===== config.mk =====
export PLATFORM = sky130hd
export DESIGN_NAME = apb_subsys_top
export DESIGN_NICKNAME = d
export VERILOG_FILES = /design/src/verilog/apb_sys_pkg.sv /design/src/verilog/apb_node.sv /design/src/verilog/apb_rto_timer.sv /design/src/verilog/apb_node_wrap.sv /design/src/verilog/apb_reg_bank.sv /design/src/verilog/apb_subsys_top.sv
export SDC_FILE = /design/constraint.sdc
export NUM_CORES = 1
export LEC_CHECK = 0
export BUFFER_PORTS_ARGS = -buffer_cell sky130_fd_sc_hd__buf_2
export CORE_MARGIN = 3
export CORE_UTILIZATION = 45
export DETAILED_ROUTE_END_ITERATION = 6
export MAX_ROUTING_LAYER = met4
export PLACE_DENSITY_LB_ADDON = 0.2
export SLEW_MARGIN = 25
export SYNTH_ARGS = -nofsm -noshare
export SYNTH_HDL_FRONTEND = slang
export SYNTH_SLANG_ARGS = --single-unit

===== constraint.sdc =====
create_clock -name clk_i -period 7.3 [get_ports clk_i]
set_clock_uncertainty 0.15 [all_clocks]
set_input_delay 0.73 -clock clk_i [delete_from_list [all_inputs] [get_ports clk_i]]
set_output_delay 0.73 -clock clk_i [all_outputs]
set_load 0.01 [all_outputs]

===== src/verilog/apb_sys_pkg.sv =====
// APB subsystem package
// Bus widths, slot map, per-slot wait states and the ready-timeout limit
package apb_sys_pkg;

    // Bus widths
    localparam int unsigned APB_ADDR_W = 16;
    localparam int unsigned APB_DATA_W = 32;

    // Peripheral slots and registers per bank
    localparam int unsigned NB_SLOT    = 4;
    localparam int unsigned REG_NUM    = 8;
    // Word index width inside a bank
    localparam int unsigned REG_IDX_W  = $clog2(REG_NUM);

    typedef logic [APB_ADDR_W-1:0] apb_addr_t;
    typedef logic [APB_DATA_W-1:0] apb_data_t;
    typedef logic [NB_SLOT-1:0]    slot_vec_t;

    // Address map, slot i starts at 0x1000 + i*0x100
    localparam apb_addr_t SLOT_BASE [NB_SLOT] = '{
        16'h1000,
        16'h1100,
        16'h1200,
        16'h1300
    };
    // Decoded span per slot, eight words
    localparam apb_addr_t SLOT_SIZE = 16'h0020;

    // Wait states per slot, slot 3 is slow enough to hit the timeout
    localparam int unsigned SLOT_WAIT [NB_SLOT] = '{0, 2, 5, 40};
    // Wait counter width, holds up to 63 wait states
    localparam int unsigned WAIT_CNT_W = 6;

    // Cycles of psel high before a forced completion
    localparam int unsigned RTO_LIMIT = 16;
    localparam int unsigned RTO_CNT_W = $clog2(RTO_LIMIT);

endpackage


===== src/verilog/apb_node.sv =====
// APB node
// Decodes the address into a one-hot slot select and muxes the slot response back
`timescale 1ns/10ps

module apb_node import apb_sys_pkg::*; (
    // Slave port from the master
    input  logic                     psel_i,
    input  logic                     penable_i,
    input  logic                     pwrite_i,
    input  apb_addr_t                paddr_i,
    input  apb_data_t                pwdata_i,
    output apb_data_t                prdata_o,
    output logic                     pready_o,
    output logic                     pslverr_o,

    // Master ports toward the slots
    output slot_vec_t                psel_o,
    output logic                     penable_o,
    output logic                     pwrite_o,
    output apb_addr_t                paddr_o,
    output apb_data_t                pwdata_o,
    input  apb_data_t [NB_SLOT-1:0]  prdata_i,
    input  slot_vec_t                pready_i,
    input  slot_vec_t                pslverr_i
);

    slot_vec_t slot_hit;

    // Range compare against the fixed map
    always_comb begin
        for (int i = 0; i < NB_SLOT; i++) begin
            slot_hit[i] = (paddr_i >= SLOT_BASE[i]) &&
                          (paddr_i <  SLOT_BASE[i] + SLOT_SIZE);
        end
    end

    // Only the addressed slot sees psel
    assign psel_o    = psel_i ? slot_hit : '0;

    // Shared request lines, qualified by psel at each slot
    assign penable_o = penable_i;
    assign pwrite_o  = pwrite_i;
    assign paddr_o   = paddr_i;
    assign pwdata_o  = pwdata_i;

    // Response mux
    always_comb begin
        // No slot matched: error completion in the first access cycle
        prdata_o  = '0;
        pready_o  = psel_i & penable_i;
        pslverr_o = psel_i & penable_i;
        for (int i = 0; i < NB_SLOT; i++) begin
            if (slot_hit[i]) begin
                prdata_o  = prdata_i[i];
                pready_o  = pready_i[i];
                pslverr_o = pslverr_i[i];
            end
        end
    end

endmodule


===== src/verilog/apb_rto_timer.sv =====
// APB ready-timeout timer
// Counts cycles of an open transfer and pulses rto when the limit is reached
`timescale 1ns/10ps

module apb_rto_timer import apb_sys_pkg::*; (
    input  logic clk_i,
    input  logic rst_n_i,
    // High while the master holds psel
    input  logic start_i,
    // Merged pready, transfer completes this cycle
    input  logic done_i,
    output logic rto_o
);

    logic [RTO_CNT_W-1:0] rto_cnt;
    logic                 at_limit;

    // Count value of the RTO_LIMIT-th psel cycle
    assign at_limit = (rto_cnt == RTO_CNT_W'(RTO_LIMIT - 1));

    always_ff @(posedge clk_i or negedge rst_n_i) begin
        if (!rst_n_i) begin
            rto_cnt <= '0;
        end else if (!start_i || done_i) begin
            // Idle or completed, restart for the next transfer
            rto_cnt <= '0;
        end else if (!at_limit) begin
            rto_cnt <= rto_cnt + 1'b1;
        end
    end

    // Single pulse, done_i follows rto and clears the count
    assign rto_o = start_i & at_limit;

endmodule


===== src/verilog/apb_node_wrap.sv =====
// APB node wrapper
// Merges the ready timeout into pready/pslverr and reports the timed-out slot
`timescale 1ns/10ps

module apb_node_wrap import apb_sys_pkg::*; (
    // Timeout handshake with the timer
    input  logic                     rto_i,
    output logic                     start_rto_o,
    output slot_vec_t                peripheral_rto_o,

    // Slave port from the master
    input  logic                     psel_i,
    input  logic                     penable_i,
    input  logic                     pwrite_i,
    input  apb_addr_t                paddr_i,
    input  apb_data_t                pwdata_i,
    output apb_data_t                prdata_o,
    output logic                     pready_o,
    output logic                     pslverr_o,

    // Master ports toward the slots
    output slot_vec_t                psel_o,
    output logic                     penable_o,
    output logic                     pwrite_o,
    output apb_addr_t                paddr_o,
    output apb_data_t                pwdata_o,
    input  apb_data_t [NB_SLOT-1:0]  prdata_i,
    input  slot_vec_t                pready_i,
    input  slot_vec_t                pslverr_i
);

    apb_data_t node_prdata;
    logic      node_pready;
    logic      node_pslverr;

    // Timer runs while the master holds psel
    assign start_rto_o      = psel_i;

    // Forced completion on timeout, error and no data
    assign pready_o         = node_pready | rto_i;
    assign pslverr_o        = node_pslverr | rto_i;
    assign prdata_o         = rto_i ? '0 : node_prdata;

    // Slot that was selected when the timer fired
    assign peripheral_rto_o = rto_i ? psel_o : '0;

    apb_node u_apb_node (
        .psel_i    ( psel_i       ),
        .penable_i ( penable_i    ),
        .pwrite_i  ( pwrite_i     ),
        .paddr_i   ( paddr_i      ),
        .pwdata_i  ( pwdata_i     ),
        .prdata_o  ( node_prdata  ),
        .pready_o  ( node_pready  ),
        .pslverr_o ( node_pslverr ),
        .psel_o    ( psel_o       ),
        .penable_o ( penable_o    ),
        .pwrite_o  ( pwrite_o     ),
        .paddr_o   ( paddr_o      ),
        .pwdata_o  ( pwdata_o     ),
        .prdata_i  ( prdata_i     ),
        .pready_i  ( pready_i     ),
        .pslverr_i ( pslverr_i    )
    );

endmodule


===== src/verilog/apb_reg_bank.sv =====
// APB register bank peripheral
// Seven read/write registers plus a read-only ID, with fixed wait states
`timescale 1ns/10ps

module apb_reg_bank import apb_sys_pkg::*; #(
    parameter int unsigned WAIT    = 0,
    parameter int unsigned SLOT_ID = 0
) (
    input  logic      clk_i,
    input  logic      rst_n_i,
    input  logic      psel_i,
    input  logic      penable_i,
    input  logic      pwrite_i,
    input  apb_addr_t paddr_i,
    input  apb_data_t pwdata_i,
    output apb_data_t prdata_o,
    output logic      pready_o,
    output logic      pslverr_o
);

    apb_data_t             regs [REG_NUM-1];
    logic [WAIT_CNT_W-1:0] wait_cnt;
    logic [REG_IDX_W-1:0]  reg_idx;
    logic                  access;
    logic                  id_sel;
    logic                  wr_en;

    // Word index within the bank
    assign reg_idx = paddr_i[REG_IDX_W+1:2];
    assign id_sel  = (reg_idx == REG_IDX_W'(REG_NUM - 1));
    assign access  = psel_i & penable_i;

    // Wait states, counter cleared outside the access phase
    always_ff @(posedge clk_i or negedge rst_n_i) begin
        if (!rst_n_i) begin
            wait_cnt <= '0;
        end else if (!access || pready_o) begin
            wait_cnt <= '0;
        end else begin
            wait_cnt <= wait_cnt + 1'b1;
        end
    end

    assign pready_o  = access & (wait_cnt == WAIT_CNT_W'(WAIT));
    // Writes to the ID register are refused
    assign pslverr_o = pready_o & pwrite_i & id_sel;
    // Commit only on the completing cycle
    assign wr_en     = pready_o & pwrite_i & ~id_sel;

    always_ff @(posedge clk_i or negedge rst_n_i) begin
        if (!rst_n_i) begin
            for (int i = 0; i < REG_NUM - 1; i++) begin
                regs[i] <= '0;
            end
        end else if (wr_en) begin
            for (int i = 0; i < REG_NUM - 1; i++) begin
                if (reg_idx == REG_IDX_W'(i)) regs[i] <= pwdata_i;
            end
        end
    end

    // Read mux, top word returns the slot index
    always_comb begin
        prdata_o = APB_DATA_W'(SLOT_ID);
        for (int i = 0; i < REG_NUM - 1; i++) begin
            if (reg_idx == REG_IDX_W'(i)) prdata_o = regs[i];
        end
    end

endmodule


===== src/verilog/apb_subsys_top.sv =====
// APB peripheral subsystem top level
// Node wrapper, ready-timeout timer and four register banks
`timescale 1ns/10ps

module apb_subsys_top import apb_sys_pkg::*; (
    input  logic      clk_i,
    input  logic      rst_n_i,
    // APB slave port
    input  logic      psel_i,
    input  logic      penable_i,
    input  logic      pwrite_i,
    input  apb_addr_t paddr_i,
    input  apb_data_t pwdata_i,
    output apb_data_t prdata_o,
    output logic      pready_o,
    output logic      pslverr_o,
    // Slot that timed out, valid in the completion cycle
    output slot_vec_t rto_slot_o
);

    // Timer handshake
    logic                    rto;
    logic                    start_rto;

    // Slot side of the node
    slot_vec_t               slot_psel;
    logic                    slot_penable;
    logic                    slot_pwrite;
    apb_addr_t               slot_paddr;
    apb_data_t               slot_pwdata;
    apb_data_t [NB_SLOT-1:0] slot_prdata;
    slot_vec_t               slot_pready;
    slot_vec_t               slot_pslverr;

    apb_node_wrap u_apb_node_wrap (
        .rto_i            ( rto          ),
        .start_rto_o      ( start_rto    ),
        .peripheral_rto_o ( rto_slot_o   ),
        .psel_i           ( psel_i       ),
        .penable_i        ( penable_i    ),
        .pwrite_i         ( pwrite_i     ),
        .paddr_i          ( paddr_i      ),
        .pwdata_i         ( pwdata_i     ),
        .prdata_o         ( prdata_o     ),
        .pready_o         ( pready_o     ),
        .pslverr_o        ( pslverr_o    ),
        .psel_o           ( slot_psel    ),
        .penable_o        ( slot_penable ),
        .pwrite_o         ( slot_pwrite  ),
        .paddr_o          ( slot_paddr   ),
        .pwdata_o         ( slot_pwdata  ),
        .prdata_i         ( slot_prdata  ),
        .pready_i         ( slot_pready  ),
        .pslverr_i        ( slot_pslverr )
    );

    // Done is the merged pready so the count restarts per transfer
    apb_rto_timer u_apb_rto_timer (
        .clk_i   ( clk_i     ),
        .rst_n_i ( rst_n_i   ),
        .start_i ( start_rto ),
        .done_i  ( pready_o  ),
        .rto_o   ( rto       )
    );

    for (genvar i = 0; i < NB_SLOT; i++) begin : g_bank
        apb_reg_bank #(
            .WAIT    ( SLOT_WAIT[i] ),
            .SLOT_ID ( i            )
        ) u_apb_reg_bank (
            .clk_i     ( clk_i           ),
            .rst_n_i   ( rst_n_i         ),
            .psel_i    ( slot_psel[i]    ),
            .penable_i ( slot_penable    ),
            .pwrite_i  ( slot_pwrite     ),
            .paddr_i   ( slot_paddr      ),
            .pwdata_i  ( slot_pwdata     ),
            .prdata_o  ( slot_prdata[i]  ),
            .pready_o  ( slot_pready[i]  ),
            .pslverr_o ( slot_pslverr[i] )
        );
    end

endmodule


After elaboration in Yosys (flattened, before gate mapping)
Cells that the tools add are included.

storage, ports and cells
  register bits after elaboration = 924
  input port bits = 53

cells by class
  add/subtract/negate cells = 5
  $lt $le $gt $ge = 8
  equality and inequality tests = 12
  muxes and demuxes = 49
  bitwise gates (word level) = 25
  reduce and logical (&&, ||, !) cells = 44

operator list
  cell                    count
  $mux W32                33
  $ge A16 B13 Y1 const B  4
  $lt A16 B13 Y1 const B  4
  $reduce_and A2 Y1       28
  $add A6 B1 Y6 const B   4
  $mux W6                 4
  $and A1 B1 Y1           22
  $mux W4                 4
  $eq A3 B3 Y1 const B    4
  $mux W1                 8
  $eq A3 B2 Y1 const B    2
  $eq A6 B2 Y1 const B    1
  $eq A6 B3 Y1 const B    1
  $eq A6 B6 Y1 const B    1
  $logic_not A6 Y1        1
  $logic_not A1 Y1        5
  $logic_or A1 B1 Y1      5
  $add A4 B1 Y4 const B   1
  $eq A4 B4 Y1 const B    1
  $logic_and A1 B1 Y1     4
  $eq A3 B1 Y1 const B    1
  $logic_not A3 Y1        1
  $ne A2 B2 Y1 const B    1
  $or A1 B1 Y1            2
  $not A1 Y1              1

Longest topological paths before layout
Gate-level depths: netlist (run 1).

  depth in word-level cells = 13
  depth in mapped cells = 11

By module
From an unflattened synthesis (run 1), not the netlist that was laid out.

unflattened totals
  cells, all modules = 3491
  area, all modules = 45292.2 µm²

by module, submodules not included
  module                                    times used  cells each  area each (µm²)  sequential area each (µm²)
  apb_reg_bank at g_bank[3].u_apb_reg_bank  1           822         11019.3          5755.5
  apb_reg_bank at g_bank[0].u_apb_reg_bank  1           820         10969.3          5755.5
  apb_reg_bank at g_bank[2].u_apb_reg_bank  1           812         10910.5          5755.5
  apb_reg_bank at g_bank[1].u_apb_reg_bank  1           737         10239.8          5755.5
  apb_node                                  1           237         1644.1           0.0
  apb_node_wrap                             1           43          284.0            0.0
  apb_rto_timer                             1           20          225.2            100.1

Worst setup path before layout (run 1)
No wires, ideal clock.

  path type = input port to output port
  start = in paddr_i[10]
  end = out prdata_o[10]
  arrival time = 2547 ps
  data required time = 6420 ps
  slack = 3873 ps
  stages = 8
  path through = nor4_4 > and2_1 > buf_4 > nand3_4 > buf_6 > or4_1 > a32o_1 > a21oi_1

between the ends
  cells in the longest elaborated chain, start to end = 7
  elaborated cells on any way between the ends = 17
  those cells by class = 8 x order compare; 5 x mux; 4 x reduce/logical

RTL lines
  what                                              RTL line                        RTL
  start, declared                                   apb_subsys_top.sv:12            input apb_addr_t paddr_i,
  $ge A16 B13 Y1 or $lt A16 B13 Y1 (tied branches)  apb_node.sv:32, apb_node.sv:33
  $logic_and A1 B1 Y1                               apb_node.sv:32                  slot_hit[i] = (paddr_i >= SLOT_BASE[i]) &&
  $mux W32 (3 in a row)                             apb_node.sv:53                  if (slot_hit[i]) begin
  $mux W32 *                                        apb_node.sv:53
  $mux W32 *                                        apb_node_wrap.sv:42             assign prdata_o = rto_i ? '0 : node_prdata;
  end, declared                                     apb_subsys_top.sv:14            output apb_data_t prdata_o,

Every way passes the cells marked *; elsewhere a longest branch is shown, timed or not.

Final worst setup path (run 1)
  start = in paddr_i[4]
  end = out prdata_o[0]

between the ends
  cells in the longest elaborated chain, start to end = 13
  elaborated cells on any way between the ends = 52
  those cells by class = 8 x order compare; 6 x eq/ne; 33 x mux; 5 x reduce/logical

RTL lines
  what                   RTL line             RTL
  $logic_not A3 Y1       apb_reg_bank.sv:66   if (reg_idx == REG_IDX_W'(i)) prdata_o = regs[i];
  $mux W32 (7 in a row)  apb_reg_bank.sv:66
  $mux W32 (3 in a row)  apb_node.sv:53
  $mux W32 *             apb_node.sv:53
  $mux W32 *             apb_node_wrap.sv:42

Marked as above.

==> qor.yml, run 1 <==
flow_run:
  maxCapViolations: 0
placement:
  gp_congestion: 0.8298
  dpl.hpwl_um: 76410
  numPortBuffers: 88
timing:
  hold_viol: 0
  fin_crit_ps: 5659
  slew_headroom: 0.2676
  slew_violations: 0
  final.setup.tns_ps: 0
  holdWs_ps: 3.135
  setup_violations: 0
  rsz0062_at_grt: "no"
  worst_slew_pin_slew_ps: 1095
  max_freq_ghz: 0.1767
  timing.final.crit_share: 0.7752
power_and_ir_drop:
  pwr-share-seq: 0.463
  p_leak_uw: 0.02367
  p_int_uw: 8516
  p_clk_frac: 0.488
  max-vdd-ir-drop_mv: 0.1998
  power_density_nw_per_um2: 229.3
  power.switching_uw: 2556
  netSwitchingFraction: 0.2308
  p_comb_frac: 0.049
global_routing:
  overflow: 0
  grt_pass1_vias: 30000
  grt_pass1_wl_um: 201400
  track_usage: 0.2804
  met1_usage: 0.3820
  met2_usage: 0.4290
  grt_max_degree: 180
  grt.busiest_layer: "met2"
  antenna_found_initial: 10
  gr-usage-met3: 0.04882
clock_network:
  clk_latency_ps: 680
  cts_buffers: 101
  htreeDepth: 3
  clock_sinks: 924
  postCtsSetupRepairBufs: 0
  cts_resized: 0
  clk_pin_slew_ps: 50
  postCtsHoldBufs: 0
  root_buffer: "clkbuf_16"
  tritoncts: "yes"
  clock_tree.buffer_depth: 3
setup_path:
  crit_required_ps: 6420
  crit_family: "buffers and inverters"
  crit_path_cell_trace: "buf_6, clkinv_2, buf_4, nand2_1, o22ai_1, a221oi_1, a211oi_1, a311oi_1, buf_2"
  cp_max_fo: 66
  path_buf_inv: 4
  cp.arrival_ps: 4780
  start_kind: "input pin"
  end_kind: "primary output"
  critical_path_class: "in2out"
  cp_slowest_cell: "a311oi_1"
  critPathMaxStageDelay_ps: 820
  r2r_setup_slack_ps: 3240
die:
  rows: 113
  core_um2: 95290
  fp.dieArea_um2: 100200
  ios: 91
  initial_core_util: 0.4555
  fp.dieH_um: 316.6
  die-width_um: 316.6
cells_and_area:
  drive_gt1_frac: 0.4002
  post-route-util: 0.5066
  areaGrowthSynthToFinish_pct: 11.22
  finalNetCount: 3330
logic_synthesis:
  yosysSeqAreaShare: 0.5327
  synth_fp_nets: 3397
  syn_inst: 3335
  synth-edff-count: 0
  synth_seq_cells: 924
  syn_avg_cell_area_um2: 13.01
  async_flop_share: 1.000
  post_synth_num_cell_types: 73
  synth_area_um2: 43400
  yosysWarnings: 0
  synth_ff_type: "dfrtp_1"
min_path:
  min_path_type: "in2async"
drt:
  viasPerCell: 6.250
  wirelength_um: 135800
  drt_iter0_markers: 2640
  drc: 0
  dr_total_vias: 28880
  post_drt_wl_per_cell_um: 29.39
  drtPass1Iterations: 5
  drtAntennaViolNets: 0
status:
  status: "completed"
## state kept, by name (all words and copies together) (netlist names)
name and count:
g_bank.u_apb_reg_bank.regs 896, g_bank.u_apb_reg_bank.wait_cnt 24, u_apb_rto_timer.rto_cnt 4
## area by class of cell
type | instances | area [µm²]
repair buffers | 167 | 1180
inverters | 13 | 50.05
flip-flops and latches | 924 | 23120
clock inverters | 38 | 511.7
diodes | 3 | 7.507
well taps | 1265 | 1583
fillers | 8191 | 47020
clock buffers | 150 | 3047
multi-input cells | 2061 | 18770
## per-stage QoR
step	power [µW]	instances	instance area, µm²	setup slack [ps]
after floorplan	5485	3335	43400	3873
after global placement	5742	4427	44630	1900
after detailed placement	5754	4428	44650	1799
after CTS	11140	4616	48210	1805
after global routing	11410	4621	48280	1634
final	11070	4621	48280	1641
## worst register-to-register path: stages, from the launching register on
cell and delay (ps):
dfrtp_1 400, inv_1 70, ha_1 140, nand2_1 60, nor4_1 760, nand3_1 540, nor2_4 860, buf_4 540
mux2_2 410
## placed cells by master (no fill, tap or decap), types with 10 or more instances in the layout
cell type,Yosys,routed
dfrtp_1,924,924
mux2_2,908,908
nor2_1,173,162
mux2i_1,112,112
clkbuf_16,0,105
a21oi_1,98,98
o21ai_0,96,95
buf_2,99,84
buf_4,34,71
nand2_1,82,70
o22ai_1,53,53
a22oi_1,41,41
mux4_2,37,37
a221oi_1,37,37
a211oi_1,34,34
o221ai_1,28,28
o211ai_1,26,26
clkbuf_8,0,25
a221o_1,22,22
a22o_1,22,22
clkbuf_1,137,20
nand3_1,19,19
clkinv_2,0,18
and3_1,17,17
nand2b_1,18,16
nor2b_1,20,16
nor3_1,16,16
mux2_1,16,16
nand3b_1,12,12
nor2_4,1,12
inv_1,11,11
nand2_2,1,11
bufinv_16,0,11
xor2_1,10,10
a21o_1,10,10
mux2_4,10,10
## path summary, 6_finish.rpt
path	end	startpoint	cells past startpoint
min in group clk_i	u_apb_rto_timer.rto_cnt[2]$_DFFE_PN0P_	psel_i	2
worst max register to register	g_bank[2].u_apb_reg_bank.regs[186]$_DFFE_PN0P_	g_bank[2].u_apb_reg_bank.wait_cnt[1]$_DFF_PN0_	8
worst max-delay path	prdata_o[0]	paddr_i[4]	9
worst min-delay path	g_bank[3].u_apb_reg_bank.wait_cnt[4]$_DFF_PN0_	rst_n_i	1
max in group asynchronous	g_bank[3].u_apb_reg_bank.regs[187]$_DFFE_PN0P_	rst_n_i	3
worst min register to register	u_apb_rto_timer.rto_cnt[0]$_DFFE_PN0P_	u_apb_rto_timer.rto_cnt[0]$_DFFE_PN0P_	1
## power by group through the flow
stage	Clock (µW)	Sequential, µW	Combinational [µW]
final	5400	5120	544
after global routing	5710	5120	584
after CTS	5480	5120	538
after detailed placement	0	5220	537
after global placement	0	5220	525
after floorplan	0	5220	267
## cell usage after synthesis, drive strengths merged (18+ instances only)
cell type / n / area [µm²]
nand2: 88 / 370.4
dfrtp: 924 / 23120
a21oi: 98 / 490.5
nor2: 175 / 666.9
a22oi: 41 / 307.8
a211oi: 34 / 255.2
clkbuf: 138 / 521.8
o22ai: 53 / 331.6
buf: 199 / 1119
nand3: 21 / 130.1
a221o: 22 / 220.2
a22o: 22 / 192.7
nand2b: 18 / 112.6
mux2: 934 / 10560
mux2i: 112 / 1121
nor3: 19 / 110.1
a221oi: 37 / 324.1
o21ai: 96 / 480.5
mux4: 37 / 833.3
o221ai: 28 / 245.2
nor2b: 20 / 125.1
o211ai: 26 / 195.2
## logic make-up after synthesis
family	synth area share
AOI/OAI and AO/OA	0.08720
xor gates and xnor gates	0.003632
adders and majority gates	0.002594
buffers and inverters	0.03892
DFF	0.5327
muxes	0.2882
and+or+nand+nor	0.04673
## routing by layer
metal | vias up | wire (µm)
li1 | 12100 | -
met1 | 15420 | 58930
met2 | 1123 | 62980
met3 | 238 | 9851
met4 | 0 | 4043
met5 | - | 0
(Power assumes the default switching activity.)
==> run 2: changes to the inputs <==
Clock period 7.3 ns to 4.8 ns, I/O delays scaled along.
==> run 2 against run 1 <==
Final area grew 0.71%. Utilization grew 0.36 points. Combinational power grew 56%. Via count grew 0.71%. Hold slack gained 110 ps. Critical path depth shrank 4. Power grew 50%. Register-to-register slack lost 2100 ps. Setup slack lost 1000 ps. Routed wire length grew 0.60%. Die area is the same. Clock power grew 47%. Critical endpoint is now prdata_o[13]. Largest cell class unchanged. Largest power group unchanged.
==> qor.yml, run 2 (same netlist as run 1, synthesis figures left out) <==
die:
  core_um2: 95290
  fp.dieH_um: 316.6
  ios: 91
  initial_core_util: 0.4555
  fp.dieArea_um2: 100200
  rows: 113
  die-width_um: 316.6
min_path:
  min_path_type: "in2reg"
power_and_ir_drop:
  power_density_nw_per_um2: 340.7
  max-vdd-ir-drop_mv: 0.3487
  p_leak_uw: 0.02385
  power_uw: 16560
setup_path:
  end_kind: "primary output"
  cp_max_fo: 7
  cp.arrival_ps: 3550
  critical_path_class: "reg2out"
  start_kind: "register"
  crit_required_ps: 4170
clock_network:
  clk_latency_ps: 670
  clock_tree.buffer_depth: 3
  clk_pin_slew_ps: 60
  root_buffer: "clkbuf_16"
  cts_buffers: 101
  tritoncts: "yes"
  htreeDepth: 3
  clock_sinks: 924
drt:
  drtAntennaViolNets: 0
  drtPass1Iterations: 5
  met2_length_um: 64500
  wirelength_met1_um: 59010
  post_drt_wl_per_cell_um: 29.27
  top_layer: "met4"
  met3WireLength_um: 9167
  wirelength_um: 136600
  dr_total_vias: 29090
  viasPerCell: 6.232
  drt_iter0_markers: 2695
  drc: 0
cells_and_area:
  drive_gt1_frac: 0.4054
  finalNetCount: 3371
  layout_commonest_cell: "dfrtp_1"
  biggestRegsByFlops: "g_bank.u_apb_reg_bank.regs: 896 flops, g_bank.u_apb_reg_bank.wait_cnt: 24 flops, u_apb_rto_timer.rto_cnt: 4 flops"
  largest_register_ffs: 896
  finalInstanceArea_um2: 48620
  final_cell_mix: "924 x dfrtp_1, 908 x mux2_2, 162 x nor2_1, 112 x mux2i_1, 105 x clkbuf_16"
  largest-register: "g_bank.u_apb_reg_bank.regs"
  areaGrowthSynthToFinish_pct: 12.01
placement:
  gp_congestion: 0.8470
  dpl.hpwl_um: 80010
  place_area_um2: 45170
  numPortBuffers: 88
global_routing:
  overflow: 0
  grt_pass1_vias: 30500
  grt_max_degree: 166
  antenna_found_initial: 12
  grt_pass1_wl_um: 203500
  track_usage: 0.2819
timing:
  slew_headroom: 0.2190
  final.setup.tns_ps: 0
  setup_violations: 0
  rsz0062_at_grt: "no"
  fin_crit_ps: 4179
  hold_viol: 0
  max_freq_ghz: 0.2393
  slew_violations: 0
  worst_slew_pin_slew_ps: 1161
  timing.final.crit_share: 0.8706
status:
  status: "completed"
flow_run:
  maxCapViolations: 0
-- run 2: timing repair --
| item | 4_1_cts | 5_1_grt |
|---|---|---|
| hold buffers | 2 | 0 |
| gates resized for setup | 0 | 0 |
| endpoints found under the hold margin | 64 | 0 |
| buffers inserted | 0 | 0 |
-- run 2: worst paths after layout --
check                                                                from                                              to  slack [ps]  depth (start not counted)
max                                u_apb_rto_timer.rto_cnt[0]$_DFFE_PN0P_                                    prdata_o[13]         620                          5
min                                                             penable_i          u_apb_rto_timer.rto_cnt[2]$_DFFE_PN0P_         110                          3
max reg2reg                g_bank[2].u_apb_reg_bank.wait_cnt[1]$_DFF_PN0_   g_bank[2].u_apb_reg_bank.regs[22]$_DFFE_PN0P_        1180                          8
min reg2reg                 g_bank[3].u_apb_reg_bank.regs[78]$_DFFE_PN0P_   g_bank[3].u_apb_reg_bank.regs[78]$_DFFE_PN0P_         340                          1
max in group asynchronous                                         rst_n_i  g_bank[1].u_apb_reg_bank.regs[156]$_DFFE_PN0P_        2840                          3
min in group asynchronous                                         rst_n_i  g_bank[2].u_apb_reg_bank.wait_cnt[2]$_DFF_PN0_         250                          2
-- run 2: area by class of cell --
class / count / area (µm²)
flip-flops and latches: 924 / 23120
repair buffers: 208 / 1683
clock buffers: 148 / 3009
fillers: 8162 / 46680
well taps: 1265 / 1583
multi-input cells: 2061 / 18750
inverters: 13 / 50.05
clock inverters: 38 / 396.6
diodes: 10 / 25.02
-- run 2: where the power goes --
group          switching [µW]  internal, µW  total, µW  leakage (µW)
clock network            3210          4710       7920       0.00170
registers               0.996          7790       7790        0.0129
logic                     652           199        851       0.00924
total                    3860         12700      16600        0.0238
-- run 2: metal layers --
metal  global-route usage  up-vias
met5                    -        -
met2               0.4422     1105
met4              0.08801        0
met3              0.04398      257
li1                     -    12190
met1               0.3787    15540
-- run 2: metrics by stage --
stage,worst slack (ps),std cells,hold WS (ps),utilization
2_1_floorplan,1873,3335,34.41,-
3_3_place_gp,766.8,4469,294.5,0.4740
3_5_place_dp,749.4,4469,317.6,0.4740
4_1_cts,687.3,4657,74.65,0.5099
5_1_grt,530.3,4664,107.5,0.5101
6_report,621.4,4667,112.1,0.5102
-- run 2: worst max-delay path, cell delays in order (launching register included) --
cell and delay, ps:
dfrtp_1 400, ha_1 250, nand4_1 590, nand2_1 560, o31ai_1 790, buf_2 260
==> run 3: changes to the inputs <==
Settings changed: ABC_AREA set to 1.
==> run 3 against run 2 <==
First-iteration DRC count grew 37%. Sequential share of layout area grew 1.5 points. Maximum frequency grew 4.4%. Non-clock buffer count shrank 26. Sequential cell count is the same. Critical path depth grew 10. Die area shrank 3.3%. Power grew 1.6%. Area after synthesis shrank 3.4%. Utilization grew 0.21 points. Critical endpoint is now prdata_o[16]. Highest routed layer unchanged.
==> qor.yml, run 3 <==
status:
  status: "completed"
setup_path:
  cpMostUsedCell: "nand2_1"
  start_kind: "input pin"
  cp_slowest_cell: "a21oi_1"
  path_buf_inv: 5
  worstRegToRegCells: 8
  critPathMaxStageDelay_ps: 510
  critical_path_class: "in2out"
  crit_path_cell_trace: "buf_2, nor2_2, buf_4, nand2_1, inv_4, buf_4, nand2_1, nand2_1, a21oi_1, nand4_1, nand2_1, nand2_1, nand2_1, a21oi_1, buf_2"
  cp.arrival_ps: 3370
  crit_required_ps: 4170
  crit_family: "buffers and inverters"
  cp.depth: 15
  cp_max_fo: 14
  end_kind: "primary output"
power_and_ir_drop:
  power_density_nw_per_um2: 356.6
  netSwitchingFraction: 0.2294
  p_comb_frac: 0.042
  max-vdd-ir-drop_mv: 0.2579
  power.switching_uw: 3860
  pwr-share-seq: 0.463
  p_clk_frac: 0.495
  p_leak_uw: 0.02469
  p_int_uw: 12960
cells_and_area:
  final_cell_mix: "1609 x nand2_1, 924 x dfrtp_1, 708 x o21ai_0, 508 x nor2_1, 405 x a21oi_1"
  layout_commonest_cell: "nand2_1"
  largest_register_ffs: 896
  finalNetCount: 5314
  finalNonFillerCells: 6579
  biggestRegsByFlops: "g_bank.u_apb_reg_bank.regs: 896 flops, g_bank.u_apb_reg_bank.wait_cnt: 24 flops, u_apb_rto_timer.rto_cnt: 4 flops"
  areaGrowthSynthToFinish_pct: 12.47
  largest-register: "g_bank.u_apb_reg_bank.regs"
  drive_gt1_frac: 0.08007
  final.fill_count: 8948
drt:
  post_drt_wl_per_cell_um: 19.67
  drt_iter0_markers: 3704
  viasPerCell: 5.345
  drtPass1Iterations: 6
  drtAntennaViolNets: 0
  drc: 0
  wirelength_um: 129400
  dr_total_vias: 35160
global_routing:
  grt_max_degree: 146
  overflow: 0
  track_usage: 0.2746
  grt_pass1_wl_um: 201600
  antenna_found_initial: 3
  grt_pass1_vias: 33010
logic_synthesis:
  synth_fp_nets: 5399
  synth-edff-count: 0
  synth.most_common_cell: "nand2_1"
  synth_top_cell_area_share: 0.5513
  synthTopCellsByArea: "dfrtp_1 55%, nand2_1 14%, o21ai_0 8.4%"
  yosysSeqAreaShare: 0.5513
  yosysWarnings: 0
  synth_ff_type: "dfrtp_1"
  syn_avg_cell_area_um2: 7.859
  yosysTopAreaCell: "dfrtp_1"
  synth_seq_cells: 924
  post_synth_num_cell_types: 31
  syn_inst: 5337
  async_flop_share: 1.000
  ys_top_cells_by_count: "1618 x nand2_1, 924 x dfrtp_1, 708 x o21ai_0"
  synth_area_um2: 41940
placement:
  dpl.hpwl_um: 76240
  post-place-ws_ps: 811.8
  gp_congestion: 0.8454
  placedCellCount: 6391
  numPortBuffers: 88
clock_network:
  postCtsSetupRepairBufs: 0
  clk_pin_slew_ps: 60
  cts_buffers: 100
  root_buffer: "clkbuf_16"
  clk_latency_ps: 680
  tritoncts: "yes"
  htreeDepth: 3
  clock_sinks: 924
  clock_tree.buffer_depth: 3
timing:
  slew_violations: 0
  timing.final.crit_share: 0.8341
  fin_crit_ps: 4004
  final.setup.tns_ps: 0
  hold_viol: 0
  worst_slew_pin_slew_ps: 1041
  setup_violations: 0
  layout_setup_ws_ps: 796.2
  rsz0062_at_grt: "no"
  max_freq_ghz: 0.2498
  slew_headroom: 0.3018
flow_run:
  maxCapViolations: 0
die:
  rows: 111
  die-width_um: 311.3
  ios: 91
  initial_core_util: 0.4555
  fp.dieH_um: 311.3
  core_um2: 92080
  fp.dieArea_um2: 96900
min_path:
  min_path_type: "in2async"
run 3: cell types whose count changed after synthesis, moves of 41 or more:
cell      delta
mux2i_1    -112
clkbuf_1   +192
inv_1      +388
nand2_1   +1536
o22ai_1     -44
buf_2       -76
mux2_2     -908
o21ai_0    +612
nand3_1    +146
a22oi_1     -41
nand4_1     +79
nor2_1     +337
a21oi_1    +307
run 3: layout make-up:
type / count / area (µm²) / share of cell area
diodes: 3 / 7.507 / 0.0001591
clock buffers: 143 / 2969 / 0.06294
clock inverters: 40 / 591.8 / 0.01255
inverters: 438 / 1657 / 0.03512
multi-input cells: 3606 / 15830 / 0.3356
flip-flops and latches: 924 / 23120 / 0.4902
well taps: 1243 / 1555 / 0.03297
repair buffers: 182 / 1436 / 0.03045
run 3: per-layer routing:
layer	vias to the layer above	GRT usage	routed length (µm)
li1	16750	-	-
met1	17020	0.3812	57780
met2	1164	0.4269	59160
met3	226	0.03318	8710
met4	0	0.07945	3770
met5	-	-	0
run 3: cells by family (layout without fill, tap and decap cells):
logic type	after synthesis	count (layout)	synth area share
AO/OA/AOI/OAI	1142	1142	0.1378
XOR/XNOR	10	10	0.002088
adder cells (fa/ha/maj)	9	9	0.002685
buffers and inverters	807	803	0.07291
flip-flops	924	924	0.5513
other	0	3	0
AND/OR/NAND/NOR	2445	2445	0.2332
run 3: what timing repair did:
item,4_1_cts,5_1_grt
hold endpoints to repair,67,0
hold buffers,2,0
resized for setup,0,0
run 3: power groups by stage:
stage	clock network (µW)	registers (µW)	logic, µW
2_1_floorplan	0	7940	280
3_3_place_gp	0	7940	713
3_5_place_dp	0	7940	711
4_1_cts	8440	7790	714
5_1_grt	8760	7790	771
6_report	8320	7790	704
run 3: path summary, 6_finish.rpt:
check / start / endpoint / slack (ps)
min reg2reg: u_apb_rto_timer.rto_cnt[0]$_DFFE_PN0P_ / u_apb_rto_timer.rto_cnt[0]$_DFFE_PN0P_ / 310
max: paddr_i[2] / prdata_o[16] / 800
max reg2reg: g_bank[1].u_apb_reg_bank.wait_cnt[0]$_DFF_PN0_ / g_bank[1].u_apb_reg_bank.regs[154]$_DFFE_PN0P_ / 1750
max in group asynchronous: rst_n_i / g_bank[2].u_apb_reg_bank.regs[79]$_DFFE_PN0P_ / 2910
min: rst_n_i / g_bank[1].u_apb_reg_bank.wait_cnt[2]$_DFF_PN0_ / 250
min in group clk_i: pwdata_i[30] / g_bank[0].u_apb_reg_bank.regs[158]$_DFFE_PN0P_ / 280
run 3: through the flow:
stage	cell area [µm²]	util	total power [µW]	hold WS, ps
3_3_place_gp	43580	0.4733	8649	297.7
5_1_grt	47170	0.5123	17320	284.8
2_1_floorplan	41940	-	8218	34.41
3_5_place_dp	43580	0.4733	8647	302.2
4_1_cts	47160	0.5122	16950	271.7
6_report	47170	0.5123	16820	253.4
